$ cat src/logic/sha3_cfg_pkg.sv
/*
  SHA-3 function configuration for Keccak-f[1600] with 64-bit words.
  Only SHA3 and SHAKE are offered and cSHAKE is not supported.
  Unused strength encodings fall back to the smallest rate.
*/
package sha3_cfg_pkg;

  // Message word and state geometry
  parameter int MsgWidth   = 64;
  parameter int MsgStrbW   = MsgWidth / 8;
  parameter int StateWords = 25;
  // Counter reaches the largest rate (21), so 5 bits suffice
  parameter int WordCntW   = 5;

  typedef enum logic [1:0] {
    Sha3  = 2'b00,
    Shake = 2'b10
  } sha3_mode_e;

  typedef enum logic [2:0] {
    L128 = 3'd0,
    L224 = 3'd1,
    L256 = 3'd2,
    L384 = 3'd3,
    L512 = 3'd4
  } keccak_strength_e;

  // Rate in 64-bit words, (1600 - 2*strength) / 64
  function automatic logic [WordCntW-1:0] rate_words(keccak_strength_e strength);
    case (strength)
      L128:    return WordCntW'(21);
      L224:    return WordCntW'(18);
      L256:    return WordCntW'(17);
      L384:    return WordCntW'(13);
      L512:    return WordCntW'(9);
      default: return WordCntW'(9);
    endcase
  endfunction

  // Domain bits plus the first pad10*1 bit, LSB first
  function automatic logic [7:0] suffix_byte(sha3_mode_e mode);
    return (mode == Shake) ? 8'h1F : 8'h06;
  endfunction

endpackage

$ cat src/logic/sha3_pad_pkg.sv
/*
  Internal types of the padding unit.
  Beat layout matches the 64-bit message word with one strobe per byte.
*/
package sha3_pad_pkg;

  // Absorb sequencer states
  typedef enum logic [2:0] {
    StIdle    = 3'd0,
    StMessage = 3'd1,
    StPad     = 3'd2,
    StPadRun  = 3'd3,
    StPadZero = 3'd4,
    StFlush   = 3'd5
  } pad_st_e;

  // Source of the word written into the block buffer
  typedef enum logic [1:0] {
    SrcNone    = 2'd0,
    SrcMsg     = 2'd1,
    SrcSuffix  = 2'd2,
    SrcZeroEnd = 2'd3
  } word_src_e;

  // One message beat, strobes contiguous from byte 0
  typedef struct packed {
    logic [sha3_cfg_pkg::MsgWidth-1:0] data;
    logic [sha3_cfg_pkg::MsgStrbW-1:0] strb;
  } msg_beat_t;

  // Block buffer command, write and clear are exclusive
  typedef struct packed {
    logic write;
    logic clear;
  } buf_cmd_t;

endpackage

$ cat src/logic/pad_fsm.sv
`timescale 1ns/1ps

/*
  Absorb sequencer of the padding unit.
  start_i and process_i are single-cycle pulses and never coincide.
  Between message blocks only keccak_ready_i back-pressures, and
  completion is awaited after the final padded block only.
*/
module pad_fsm (
  input  logic                    clk_i,
  input  logic                    rst_b,
  input  logic                    start_i,
  input  logic                    process_i,
  input  logic                    msg_valid_i,
  input  logic                    msg_partial_i,
  input  logic                    keccak_ready_i,
  input  logic                    keccak_complete_i,
  input  logic                    block_full_i,
  input  logic                    last_word_i,
  output logic                    msg_ready_o,
  output logic                    keccak_run_o,
  output logic                    absorbed_o,
  output sha3_pad_pkg::word_src_e src_sel_o,
  output logic                    latch_en_o,
  output logic                    latch_clr_o,
  output sha3_pad_pkg::buf_cmd_t  buf_cmd_o
);

  sha3_pad_pkg::pad_st_e st_q;
  sha3_pad_pkg::pad_st_e st_d;
  logic                  process_q;
  logic                  go_pad;
  logic                  absorbed_d;

  //////////////////////////////////////////////////////////////////////
  // Registers
  //////////////////////////////////////////////////////////////////////

  // Process request may arrive while a full block waits for Keccak
  always_ff @(posedge clk_i or negedge rst_b) begin
    if (!rst_b) begin
      process_q <= 1'b0;
    end else if (start_i || go_pad) begin
      process_q <= 1'b0;
    end else if (process_i) begin
      process_q <= 1'b1;
    end
  end

  always_ff @(posedge clk_i or negedge rst_b) begin
    if (!rst_b) begin
      st_q       <= sha3_pad_pkg::StIdle;
      absorbed_o <= 1'b0;
    end else begin
      st_q       <= st_d;
      absorbed_o <= absorbed_d;
    end
  end

  //////////////////////////////////////////////////////////////////////
  // Next state and outputs
  //////////////////////////////////////////////////////////////////////

  always_comb begin
    st_d         = st_q;
    msg_ready_o  = 1'b0;
    keccak_run_o = 1'b0;
    src_sel_o    = sha3_pad_pkg::SrcNone;
    latch_en_o   = 1'b0;
    latch_clr_o  = 1'b0;
    buf_cmd_o    = '0;
    go_pad       = 1'b0;
    absorbed_d   = 1'b0;

    case (st_q)
      sha3_pad_pkg::StIdle: begin
        if (start_i) begin
          st_d = sha3_pad_pkg::StMessage;
        end
      end

      sha3_pad_pkg::StMessage: begin
        src_sel_o = sha3_pad_pkg::SrcMsg;
        if (block_full_i) begin
          // Block boundary has priority, hold the stream meanwhile
          if (keccak_ready_i) begin
            keccak_run_o    = 1'b1;
            buf_cmd_o.clear = 1'b1;
          end
        end else if (process_q || process_i) begin
          go_pad = 1'b1;
          st_d   = sha3_pad_pkg::StPad;
        end else if (msg_valid_i) begin
          msg_ready_o = 1'b1;
          // Partial tail goes to the latch, full words to the buffer
          if (msg_partial_i) begin
            latch_en_o = 1'b1;
          end else begin
            buf_cmd_o.write = 1'b1;
          end
        end
      end

      sha3_pad_pkg::StPad: begin
        // Suffix word merges the latched tail, latch is done afterwards
        src_sel_o       = sha3_pad_pkg::SrcSuffix;
        buf_cmd_o.write = 1'b1;
        latch_clr_o     = 1'b1;
        if (last_word_i) begin
          st_d = sha3_pad_pkg::StPadRun;
        end else begin
          st_d = sha3_pad_pkg::StPadZero;
        end
      end

      sha3_pad_pkg::StPadRun: begin
        // Suffix already carried the end bit
        if (keccak_ready_i) begin
          keccak_run_o    = 1'b1;
          buf_cmd_o.clear = 1'b1;
          st_d            = sha3_pad_pkg::StFlush;
        end
      end

      sha3_pad_pkg::StPadZero: begin
        src_sel_o = sha3_pad_pkg::SrcZeroEnd;
        if (block_full_i) begin
          if (keccak_ready_i) begin
            keccak_run_o    = 1'b1;
            buf_cmd_o.clear = 1'b1;
            st_d            = sha3_pad_pkg::StFlush;
          end
        end else begin
          // Zero words up to the end-bit word
          buf_cmd_o.write = 1'b1;
        end
      end

      sha3_pad_pkg::StFlush: begin
        if (keccak_complete_i) begin
          absorbed_d = 1'b1;
          st_d       = sha3_pad_pkg::StIdle;
        end
      end

      default: begin
        st_d = sha3_pad_pkg::StIdle;
      end
    endcase
  end

  //////////////////////////////////////////////////////////////////////
  // Assertions
  //////////////////////////////////////////////////////////////////////

  // Run clears the block, so a second run needs a refill first
  a_run_pulse: assert property (@(posedge clk_i) disable iff (!rst_b)
    keccak_run_o |=> !keccak_run_o);

  a_cmd_excl: assert property (@(posedge clk_i) disable iff (!rst_b)
    !(buf_cmd_o.write && buf_cmd_o.clear));

endmodule

$ cat src/logic/pad_word_gen.sv
`timescale 1ns/1ps

/*
  Builds the word written into the block buffer.
  Only one partial beat per message, at its end, is expected.
  Suffix merging is tied to 64-bit words.
*/
module pad_word_gen (
  input  logic                              clk_i,
  input  logic                              rst_b,
  input  sha3_pad_pkg::msg_beat_t           msg_i,
  input  sha3_cfg_pkg::sha3_mode_e          mode_i,
  input  sha3_pad_pkg::word_src_e           src_sel_i,
  input  logic                              latch_en_i,
  input  logic                              latch_clr_i,
  input  logic                              last_word_i,
  output logic                              msg_partial_o,
  output logic [sha3_cfg_pkg::MsgWidth-1:0] wr_word_o
);

  localparam int MsgBytes = sha3_cfg_pkg::MsgStrbW;

  // Partial word never fills the top byte, so it is not kept
  logic [sha3_cfg_pkg::MsgWidth-9:0] part_data_q;
  logic [MsgBytes-2:0]               part_strb_q;
  logic [sha3_cfg_pkg::MsgWidth-1:0] data_ext;
  logic [MsgBytes-1:0]               strb_ext;
  logic [MsgBytes-1:0]               prev_ext;
  logic [7:0]                        suffix;
  logic [sha3_cfg_pkg::MsgWidth-1:0] pad_word;

  assign msg_partial_o = ~&msg_i.strb;

  //////////////////////////////////////////////////////////////////////
  // Partial-word latch
  //////////////////////////////////////////////////////////////////////

  always_ff @(posedge clk_i or negedge rst_b) begin
    if (!rst_b) begin
      part_strb_q <= '0;
    end else if (latch_en_i) begin
      part_strb_q <= msg_i.strb[MsgBytes-2:0];
    end else if (latch_clr_i) begin
      part_strb_q <= '0;
    end
  end

  // Data bytes only count where the strobe is set
  always_ff @(posedge clk_i) begin
    if (latch_en_i) begin
      part_data_q <= msg_i.data[sha3_cfg_pkg::MsgWidth-9:0];
    end
  end

  //////////////////////////////////////////////////////////////////////
  // Suffix merge
  //////////////////////////////////////////////////////////////////////

  assign data_ext = {8'h00, part_data_q};
  assign strb_ext = {1'b0, part_strb_q};
  // Strobe of the byte below, byte 0 sees a set one
  assign prev_ext = {strb_ext[MsgBytes-2:0], 1'b1};
  assign suffix   = sha3_cfg_pkg::suffix_byte(mode_i);

  always_comb begin
    pad_word = '0;
    for (int i = 0; i < MsgBytes; i++) begin
      if (strb_ext[i]) begin
        pad_word[8*i +: 8] = data_ext[8*i +: 8];
      end else if (prev_ext[i]) begin
        // First free byte takes the suffix
        pad_word[8*i +: 8] = suffix;
      end
    end
    // pad10*1 end bit, may share byte 7 with the suffix (0x86)
    pad_word[sha3_cfg_pkg::MsgWidth-1] = pad_word[sha3_cfg_pkg::MsgWidth-1] | last_word_i;
  end

  // Word source mux
  always_comb begin
    case (src_sel_i)
      sha3_pad_pkg::SrcMsg:     wr_word_o = msg_i.data;
      sha3_pad_pkg::SrcSuffix:  wr_word_o = pad_word;
      sha3_pad_pkg::SrcZeroEnd: wr_word_o = {last_word_i, {(sha3_cfg_pkg::MsgWidth-1){1'b0}}};
      default:                  wr_word_o = '0;
    endcase
  end

  // Latch request from the sequencer only on a genuine tail beat
  a_partial_strb: assert property (@(posedge clk_i) disable iff (!rst_b)
    latch_en_i |-> (msg_i.strb != '1) && (((msg_i.strb + 1'b1) & msg_i.strb) == '0));

endmodule

$ cat src/logic/block_buffer.sv
`timescale 1ns/1ps

/*
  25-word block register feeding Keccak-f[1600].
  Words are written in order from address 0 and the counter never wraps.
  strength_i must stay stable while a message is absorbed.
*/
module block_buffer (
  input  logic                                   clk_i,
  input  logic                                   rst_b,
  input  sha3_cfg_pkg::keccak_strength_e         strength_i,
  input  sha3_pad_pkg::buf_cmd_t                 buf_cmd_i,
  input  logic [sha3_cfg_pkg::MsgWidth-1:0]      wr_word_i,
  output logic [sha3_cfg_pkg::StateWords*sha3_cfg_pkg::MsgWidth-1:0] keccak_data_o,
  output logic                                   block_full_o,
  output logic                                   last_word_o
);

  logic [sha3_cfg_pkg::StateWords-1:0][sha3_cfg_pkg::MsgWidth-1:0] buf_q;
  logic [sha3_cfg_pkg::WordCntW-1:0]                               cnt_q;
  logic [sha3_cfg_pkg::WordCntW-1:0]                               rate;

  assign rate = sha3_cfg_pkg::rate_words(strength_i);

  //////////////////////////////////////////////////////////////////////
  // Word counter and storage
  //////////////////////////////////////////////////////////////////////

  // Counter doubles as the write address
  always_ff @(posedge clk_i or negedge rst_b) begin
    if (!rst_b) begin
      cnt_q <= '0;
    end else if (buf_cmd_i.clear) begin
      cnt_q <= '0;
    end else if (buf_cmd_i.write) begin
      cnt_q <= cnt_q + 1'b1;
    end
  end

  // Capacity words stay zero, rate words zero-filled between blocks
  always_ff @(posedge clk_i or negedge rst_b) begin
    if (!rst_b) begin
      buf_q <= '0;
    end else if (buf_cmd_i.clear) begin
      buf_q <= '0;
    end else if (buf_cmd_i.write) begin
      buf_q[cnt_q] <= wr_word_i;
    end
  end

  assign keccak_data_o = buf_q;

  // Position flags
  assign block_full_o = (cnt_q == rate);
  assign last_word_o  = (cnt_q == rate - 1'b1);

  // Sequencer must stop writing once the rate is reached
  a_wr_in_rate: assert property (@(posedge clk_i) disable iff (!rst_b)
    buf_cmd_i.write |-> (cnt_q < rate));

endmodule

$ cat src/logic/sha3_pad_top.sv
`timescale 1ns/1ps

/*
  SHA-3 padding unit, absorbing side, SHA3 and SHAKE only.
  mode_i and strength_i must be stable from start_i to absorbed_o.
  keccak_data_o is valid during the keccak_run_o cycle only.
*/
module sha3_pad_top (
  input  logic                                   clk_i,
  input  logic                                   rst_b,
  // Message stream
  input  logic                                   msg_valid_i,
  input  sha3_pad_pkg::msg_beat_t                msg_i,
  output logic                                   msg_ready_o,
  // Control pulses
  input  logic                                   start_i,
  input  logic                                   process_i,
  input  sha3_cfg_pkg::sha3_mode_e               mode_i,
  input  sha3_cfg_pkg::keccak_strength_e         strength_i,
  // Keccak round side
  output logic [sha3_cfg_pkg::StateWords*sha3_cfg_pkg::MsgWidth-1:0] keccak_data_o,
  input  logic                                   keccak_ready_i,
  output logic                                   keccak_run_o,
  input  logic                                   keccak_complete_i,
  output logic                                   absorbed_o
);

  sha3_pad_pkg::word_src_e           src_sel;
  sha3_pad_pkg::buf_cmd_t            buf_cmd;
  logic                              latch_en;
  logic                              latch_clr;
  logic                              msg_partial;
  logic                              block_full;
  logic                              last_word;
  logic [sha3_cfg_pkg::MsgWidth-1:0] wr_word;

  // Sequencer
  pad_fsm u_pad_fsm (
    .clk_i             (clk_i),
    .rst_b             (rst_b),
    .start_i           (start_i),
    .process_i         (process_i),
    .msg_valid_i       (msg_valid_i),
    .msg_partial_i     (msg_partial),
    .keccak_ready_i    (keccak_ready_i),
    .keccak_complete_i (keccak_complete_i),
    .block_full_i      (block_full),
    .last_word_i       (last_word),
    .msg_ready_o       (msg_ready_o),
    .keccak_run_o      (keccak_run_o),
    .absorbed_o        (absorbed_o),
    .src_sel_o         (src_sel),
    .latch_en_o        (latch_en),
    .latch_clr_o       (latch_clr),
    .buf_cmd_o         (buf_cmd)
  );

  // Word source and suffix merge
  pad_word_gen u_pad_word_gen (
    .clk_i         (clk_i),
    .rst_b         (rst_b),
    .msg_i         (msg_i),
    .mode_i        (mode_i),
    .src_sel_i     (src_sel),
    .latch_en_i    (latch_en),
    .latch_clr_i   (latch_clr),
    .last_word_i   (last_word),
    .msg_partial_o (msg_partial),
    .wr_word_o     (wr_word)
  );

  // Block storage
  block_buffer u_block_buffer (
    .clk_i         (clk_i),
    .rst_b         (rst_b),
    .strength_i    (strength_i),
    .buf_cmd_i     (buf_cmd),
    .wr_word_i     (wr_word),
    .keccak_data_o (keccak_data_o),
    .block_full_o  (block_full),
    .last_word_o   (last_word)
  );

endmodule

$ cat config.mk
export PLATFORM = sky130hd
export DESIGN_NAME = sha3_pad_top
export DESIGN_NICKNAME = d
export VERILOG_FILES = /design/src/logic/sha3_cfg_pkg.sv /design/src/logic/sha3_pad_pkg.sv /design/src/logic/pad_fsm.sv /design/src/logic/pad_word_gen.sv /design/src/logic/block_buffer.sv /design/src/logic/sha3_pad_top.sv
export SDC_FILE = /design/constraint.sdc
export NUM_CORES = 2
export LEC_CHECK = 0
export BUFFER_PORTS_ARGS = -buffer_cell sky130_fd_sc_hd__buf_2
export CAP_MARGIN = 15
export CORE_AREA = 2 2 655 657
export CTS_CLUSTER_DIAMETER = 40
export DETAILED_ROUTE_END_ITERATION = 12
export DIE_AREA = 0 0 657 659
export PLACE_DENSITY = 0.36
export SLEW_MARGIN = 20
export SYNTH_ARGS = -nofsm -noshare
export SYNTH_HDL_FRONTEND = slang
export SYNTH_SLANG_ARGS = --single-unit
$ cat constraint.sdc
create_clock -name clk_i -period 10.7 [get_ports clk_i]
set_input_delay 0.535 -clock clk_i [delete_from_list [all_inputs] [get_ports clk_i]]
set_output_delay 0.535 -clock clk_i [all_outputs]
set_load 0.05 [all_outputs]
==> results.sh <==
export IMPL_antenna_found_initial=79
export IMPL_fin_util=0.212
export IMPL_rows=240
export IMPL_finClkSkew_ns=0.119
export IMPL_avgSynthCellArea_um2=12.9
export IMPL_max_slew_worst_pin_slew_ns=1.21
export IMPL_holdWs_ns=0.128
export IMPL_drc_errors=0
export IMPL_final_cell_mix="buf_2 (1685), dfrtp_1 (1617), o2bb2ai_1 (978), nand3_1 (576), o21ai_0 (572)"
export IMPL_final_common_cell="buf_2"
export IMPL_drt_total_wl_um=385000
export IMPL_worstPathMaxFanout=25
export IMPL_dpl_cell_count=11800
export IMPL_power_density_mw_per_mm2=342
export IMPL_fin_cells=12400
export IMPL_grt_busiest_layer="met2"
export IMPL_yosys_warnings=0
export IMPL_grt_pass1_vias=51300
export IMPL_worstSetupEndpointType="output port"
export IMPL_die_w_um=657
export IMPL_place_area_mm2=0.0775
export IMPL_switching_power_mw=14.0
export IMPL_cp_start_kind="flop"
export IMPL_cp_required_ns=10.17
export IMPL_maxCapViolCount=0
export IMPL_clk_latency_ns=0.93
export IMPL_status="finished clean"
export IMPL_finalMaxSlewViolations=0
export IMPL_worstHoldStart="msg_i[68]"
export IMPL_clkSlewWorstSetupHoldPaths_ns=0.05
export IMPL_seq_power_share=0.273
export IMPL_cts_htree_levels=5
export IMPL_synth_fp_nets=4855
export IMPL_ctsResizeCount=0
export IMPL_synthesis_area_mm2=0.0613
export IMPL_post_route_cell_area_mm2=0.0901
export IMPL_cts_root_buffer="clkbuf_16"
export IMPL_finalHoldViolCount=0
export IMPL_max_clock_path_buffers=4
export IMPL_setup_violations=0
export IMPL_ys_flop_type="dfrtp_1"
export IMPL_max_clock_freq_mhz=191
export IMPL_r2r_end="u_block_buffer.keccak_data_o[98]"
export IMPL_initial_core_util=0.144
export IMPL_cp_arrival_ns=4.71
export IMPL_max_slew_margin=0.195
export IMPL_grt_met3_usage=0.0420
export IMPL_first_pass_iters=5
export IMPL_num_nets_final=6562
export IMPL_num_fill_cells=46200
export IMPL_die_area_mm2=0.433
export IMPL_min_period_ns=5.25
export IMPL_gp_congestion=0.771
export IMPL_cts_tree="done"
export IMPL_vdd_drop_max_mv=0.178
export IMPL_seqCellArea_mm2=0.0421
export IMPL_synth_edf_count=56
export IMPL_grt_pass1_wl_um=503000
export IMPL_leakagePower_nw=42.6
export IMPL_overflow=0
export IMPL_r2r_cells=9
export IMPL_crit_start="u_block_buffer.cnt_q[4]"
export IMPL_die_h_um=659
export IMPL_ys_seq_area_frac=0.687
export IMPL_routed_via_density=4.11
export IMPL_setup_tns_final_ns=0
export IMPL_multiInputGateArea_mm2=0.0181
export IMPL_cts_buffers_inserted=327
export IMPL_numPortBuffers=1686
export IMPL_cts_setup_buffers=0
export IMPL_synth_seq_cells=1673
export IMPL_grt_max_degree=147
export IMPL_power_share_clock=0.357
export IMPL_grt_use_met1=0.206
export IMPL_io_pins=1687
export IMPL_vias=51200
export IMPL_numClockSinks=1673
export IMPL_use_met2=0.291
export IMPL_synth_cell_types=56
export IMPL_ant_nets=0
export IMPL_combPwrFrac=0.369
export IMPL_r2r_start="u_block_buffer.cnt_q[4]"
export IMPL_fin_crit_sh=0.490
export IMPL_rrSetupSlack_ns=5.90
export IMPL_endpoint="keccak_run_o"
export IMPL_synthToLayoutAreaGrowth_pct=46.9
export IMPL_rsz0062_at_grt="false"
export IMPL_internal_power_mw=16.8
export IMPL_wl_per_cell_um=30.9
export IMPL_synth_cells=4766
export IMPL_drt_iter0_drc=4573
export IMPL_grt_usage=0.170
export IMPL_hpwl_um=270000
export IMPL_swShare=0.455
export IMPL_coreArea_mm2=0.426
export IMPL_min_path_type="primary input to flop"
export IMPL_async_flop_share=0.967
export IMPL_worst_setup_path_type="flop to output port"
export IMPL_drive_gt1_frac=0.379
[layer usage]
metal  vias to the layer above  wire [um]
li1                      21400          -
met1                     26800     153000
met2                      2366     189000
met3                       619      27000
met4                         8      15700
met5                         -         53
[cell usage after synthesis (4+ instances only)]
library cell / instances / area share
a21o_1: 6 / 0.00073
a21oi_1: 75 / 0.0061
a22o_1: 49 / 0.0070
a22oi_1: 4 / 0.00049
a311oi_1: 11 / 0.0016
a31oi_1: 4 / 0.00041
a32oi_1: 21 / 0.0030
a41o_1: 8 / 0.0013
and3_1: 15 / 0.0015
buf_1: 67 / 0.0041
buf_2: 93 / 0.0076
clkbuf_1: 401 / 0.025
dfrtp_1: 1617 / 0.66
edfxtp_1: 56 / 0.027
ha_1: 5 / 0.0010
inv_1: 28 / 0.0017
mux2i_1: 4 / 0.00065
nand2_1: 52 / 0.0032
nand2b_1: 12 / 0.0012
nand3_1: 590 / 0.048
nand4_1: 12 / 0.0012
nor2_1: 13 / 0.00080
nor2_2: 6 / 0.00061
nor2b_1: 12 / 0.0012
o21ai_0: 572 / 0.047
o21ai_1: 7 / 0.00057
o2bb2ai_1: 978 / 0.14
xnor2_1: 4 / 0.00057
[stage by stage]
stage | setup WS (ns) | total power [mW]
after global placement | 5.66 | 20.0
final | 5.45 | 30.8
after floorplan | 6.65 | 14.9
after global routing | 5.14 | 31.9
after detailed placement | 5.74 | 20.1
after CTS | 5.32 | 31.3
[state kept, by name, indices dropped and copies added, names as in the netlist]
name	count
u_pad_word_gen.part_strb_q	7
u_pad_fsm.process_q	1
u_pad_fsm.st_q	3
u_block_buffer.keccak_data_o	1600
u_block_buffer.cnt_q	5
u_pad_word_gen.part_data_q	56
u_pad_fsm.absorbed_o	1
[power groups by stage]
stage	registers (mW)	logic [mW]	clock network (mW)
detailed placement	8.47	11.6	0
floorplan	12.7	2.15	0
global placement	8.46	11.5	0
finish	8.42	11.4	11.0
CTS	8.41	11.6	11.2
global route	8.57	11.8	11.5
[kinds of logic after synthesis]
kind of cell | count (synthesis) | synth area share
AOI/OAI and AO/OA | 1757 | 0.212
xor gates and xnor gates | 6 | 0.000857
adders and majority gates | 7 | 0.00135
buffers and inverters | 589 | 0.0380
DFF | 1673 | 0.687
muxes | 4 | 0.000653
and+or+nand+nor | 730 | 0.0602
[what timing repair did]
action                                 in CTS  in global routing
setup endpoints to repair                   0                  0
hold buffers                               68                  0
endpoints found under the hold margin     160                  0
[worst min path at each step]
stage,endpoint,cells after the start,slack (ns)
after floorplan,u_block_buffer.cnt_q[0],0,0.24
after global routing,u_block_buffer.keccak_data_o[956],3,0.08
after CTS,u_block_buffer.keccak_data_o[956],3,0.005
after global placement,u_block_buffer.keccak_data_o[1031],1,0.47
final,u_block_buffer.keccak_data_o[956],3,0.13
after detailed placement,u_block_buffer.keccak_data_o[1345],1,0.47
[cell type report]
| class | instances | share of cell area |
|---|---|---|
| Multi-Input combinational cell | 2504 | 0.201 |
| Timing Repair Buffer | 1939 | 0.119 |
| Sequential cell | 1673 | 0.468 |
| Clock inverter | 196 | 0.0316 |
| Inverter | 28 | 0.00117 |
| Antenna cell | 20 | 0.000556 |
| Clock buffer | 402 | 0.0997 |
| Tap cell | 5687 | 0.0790 |
[critical path, stage by stage, from the launching register on]
cell	delay (ns)
dfrtp_1	0.95
inv_1	0.24
o31a_1	0.36
o21ai_2	0.78
a31oi_4	0.18
inv_2	0.82
buf_2	0.46
No activity file was read; power rests on OpenSTA's default activity.
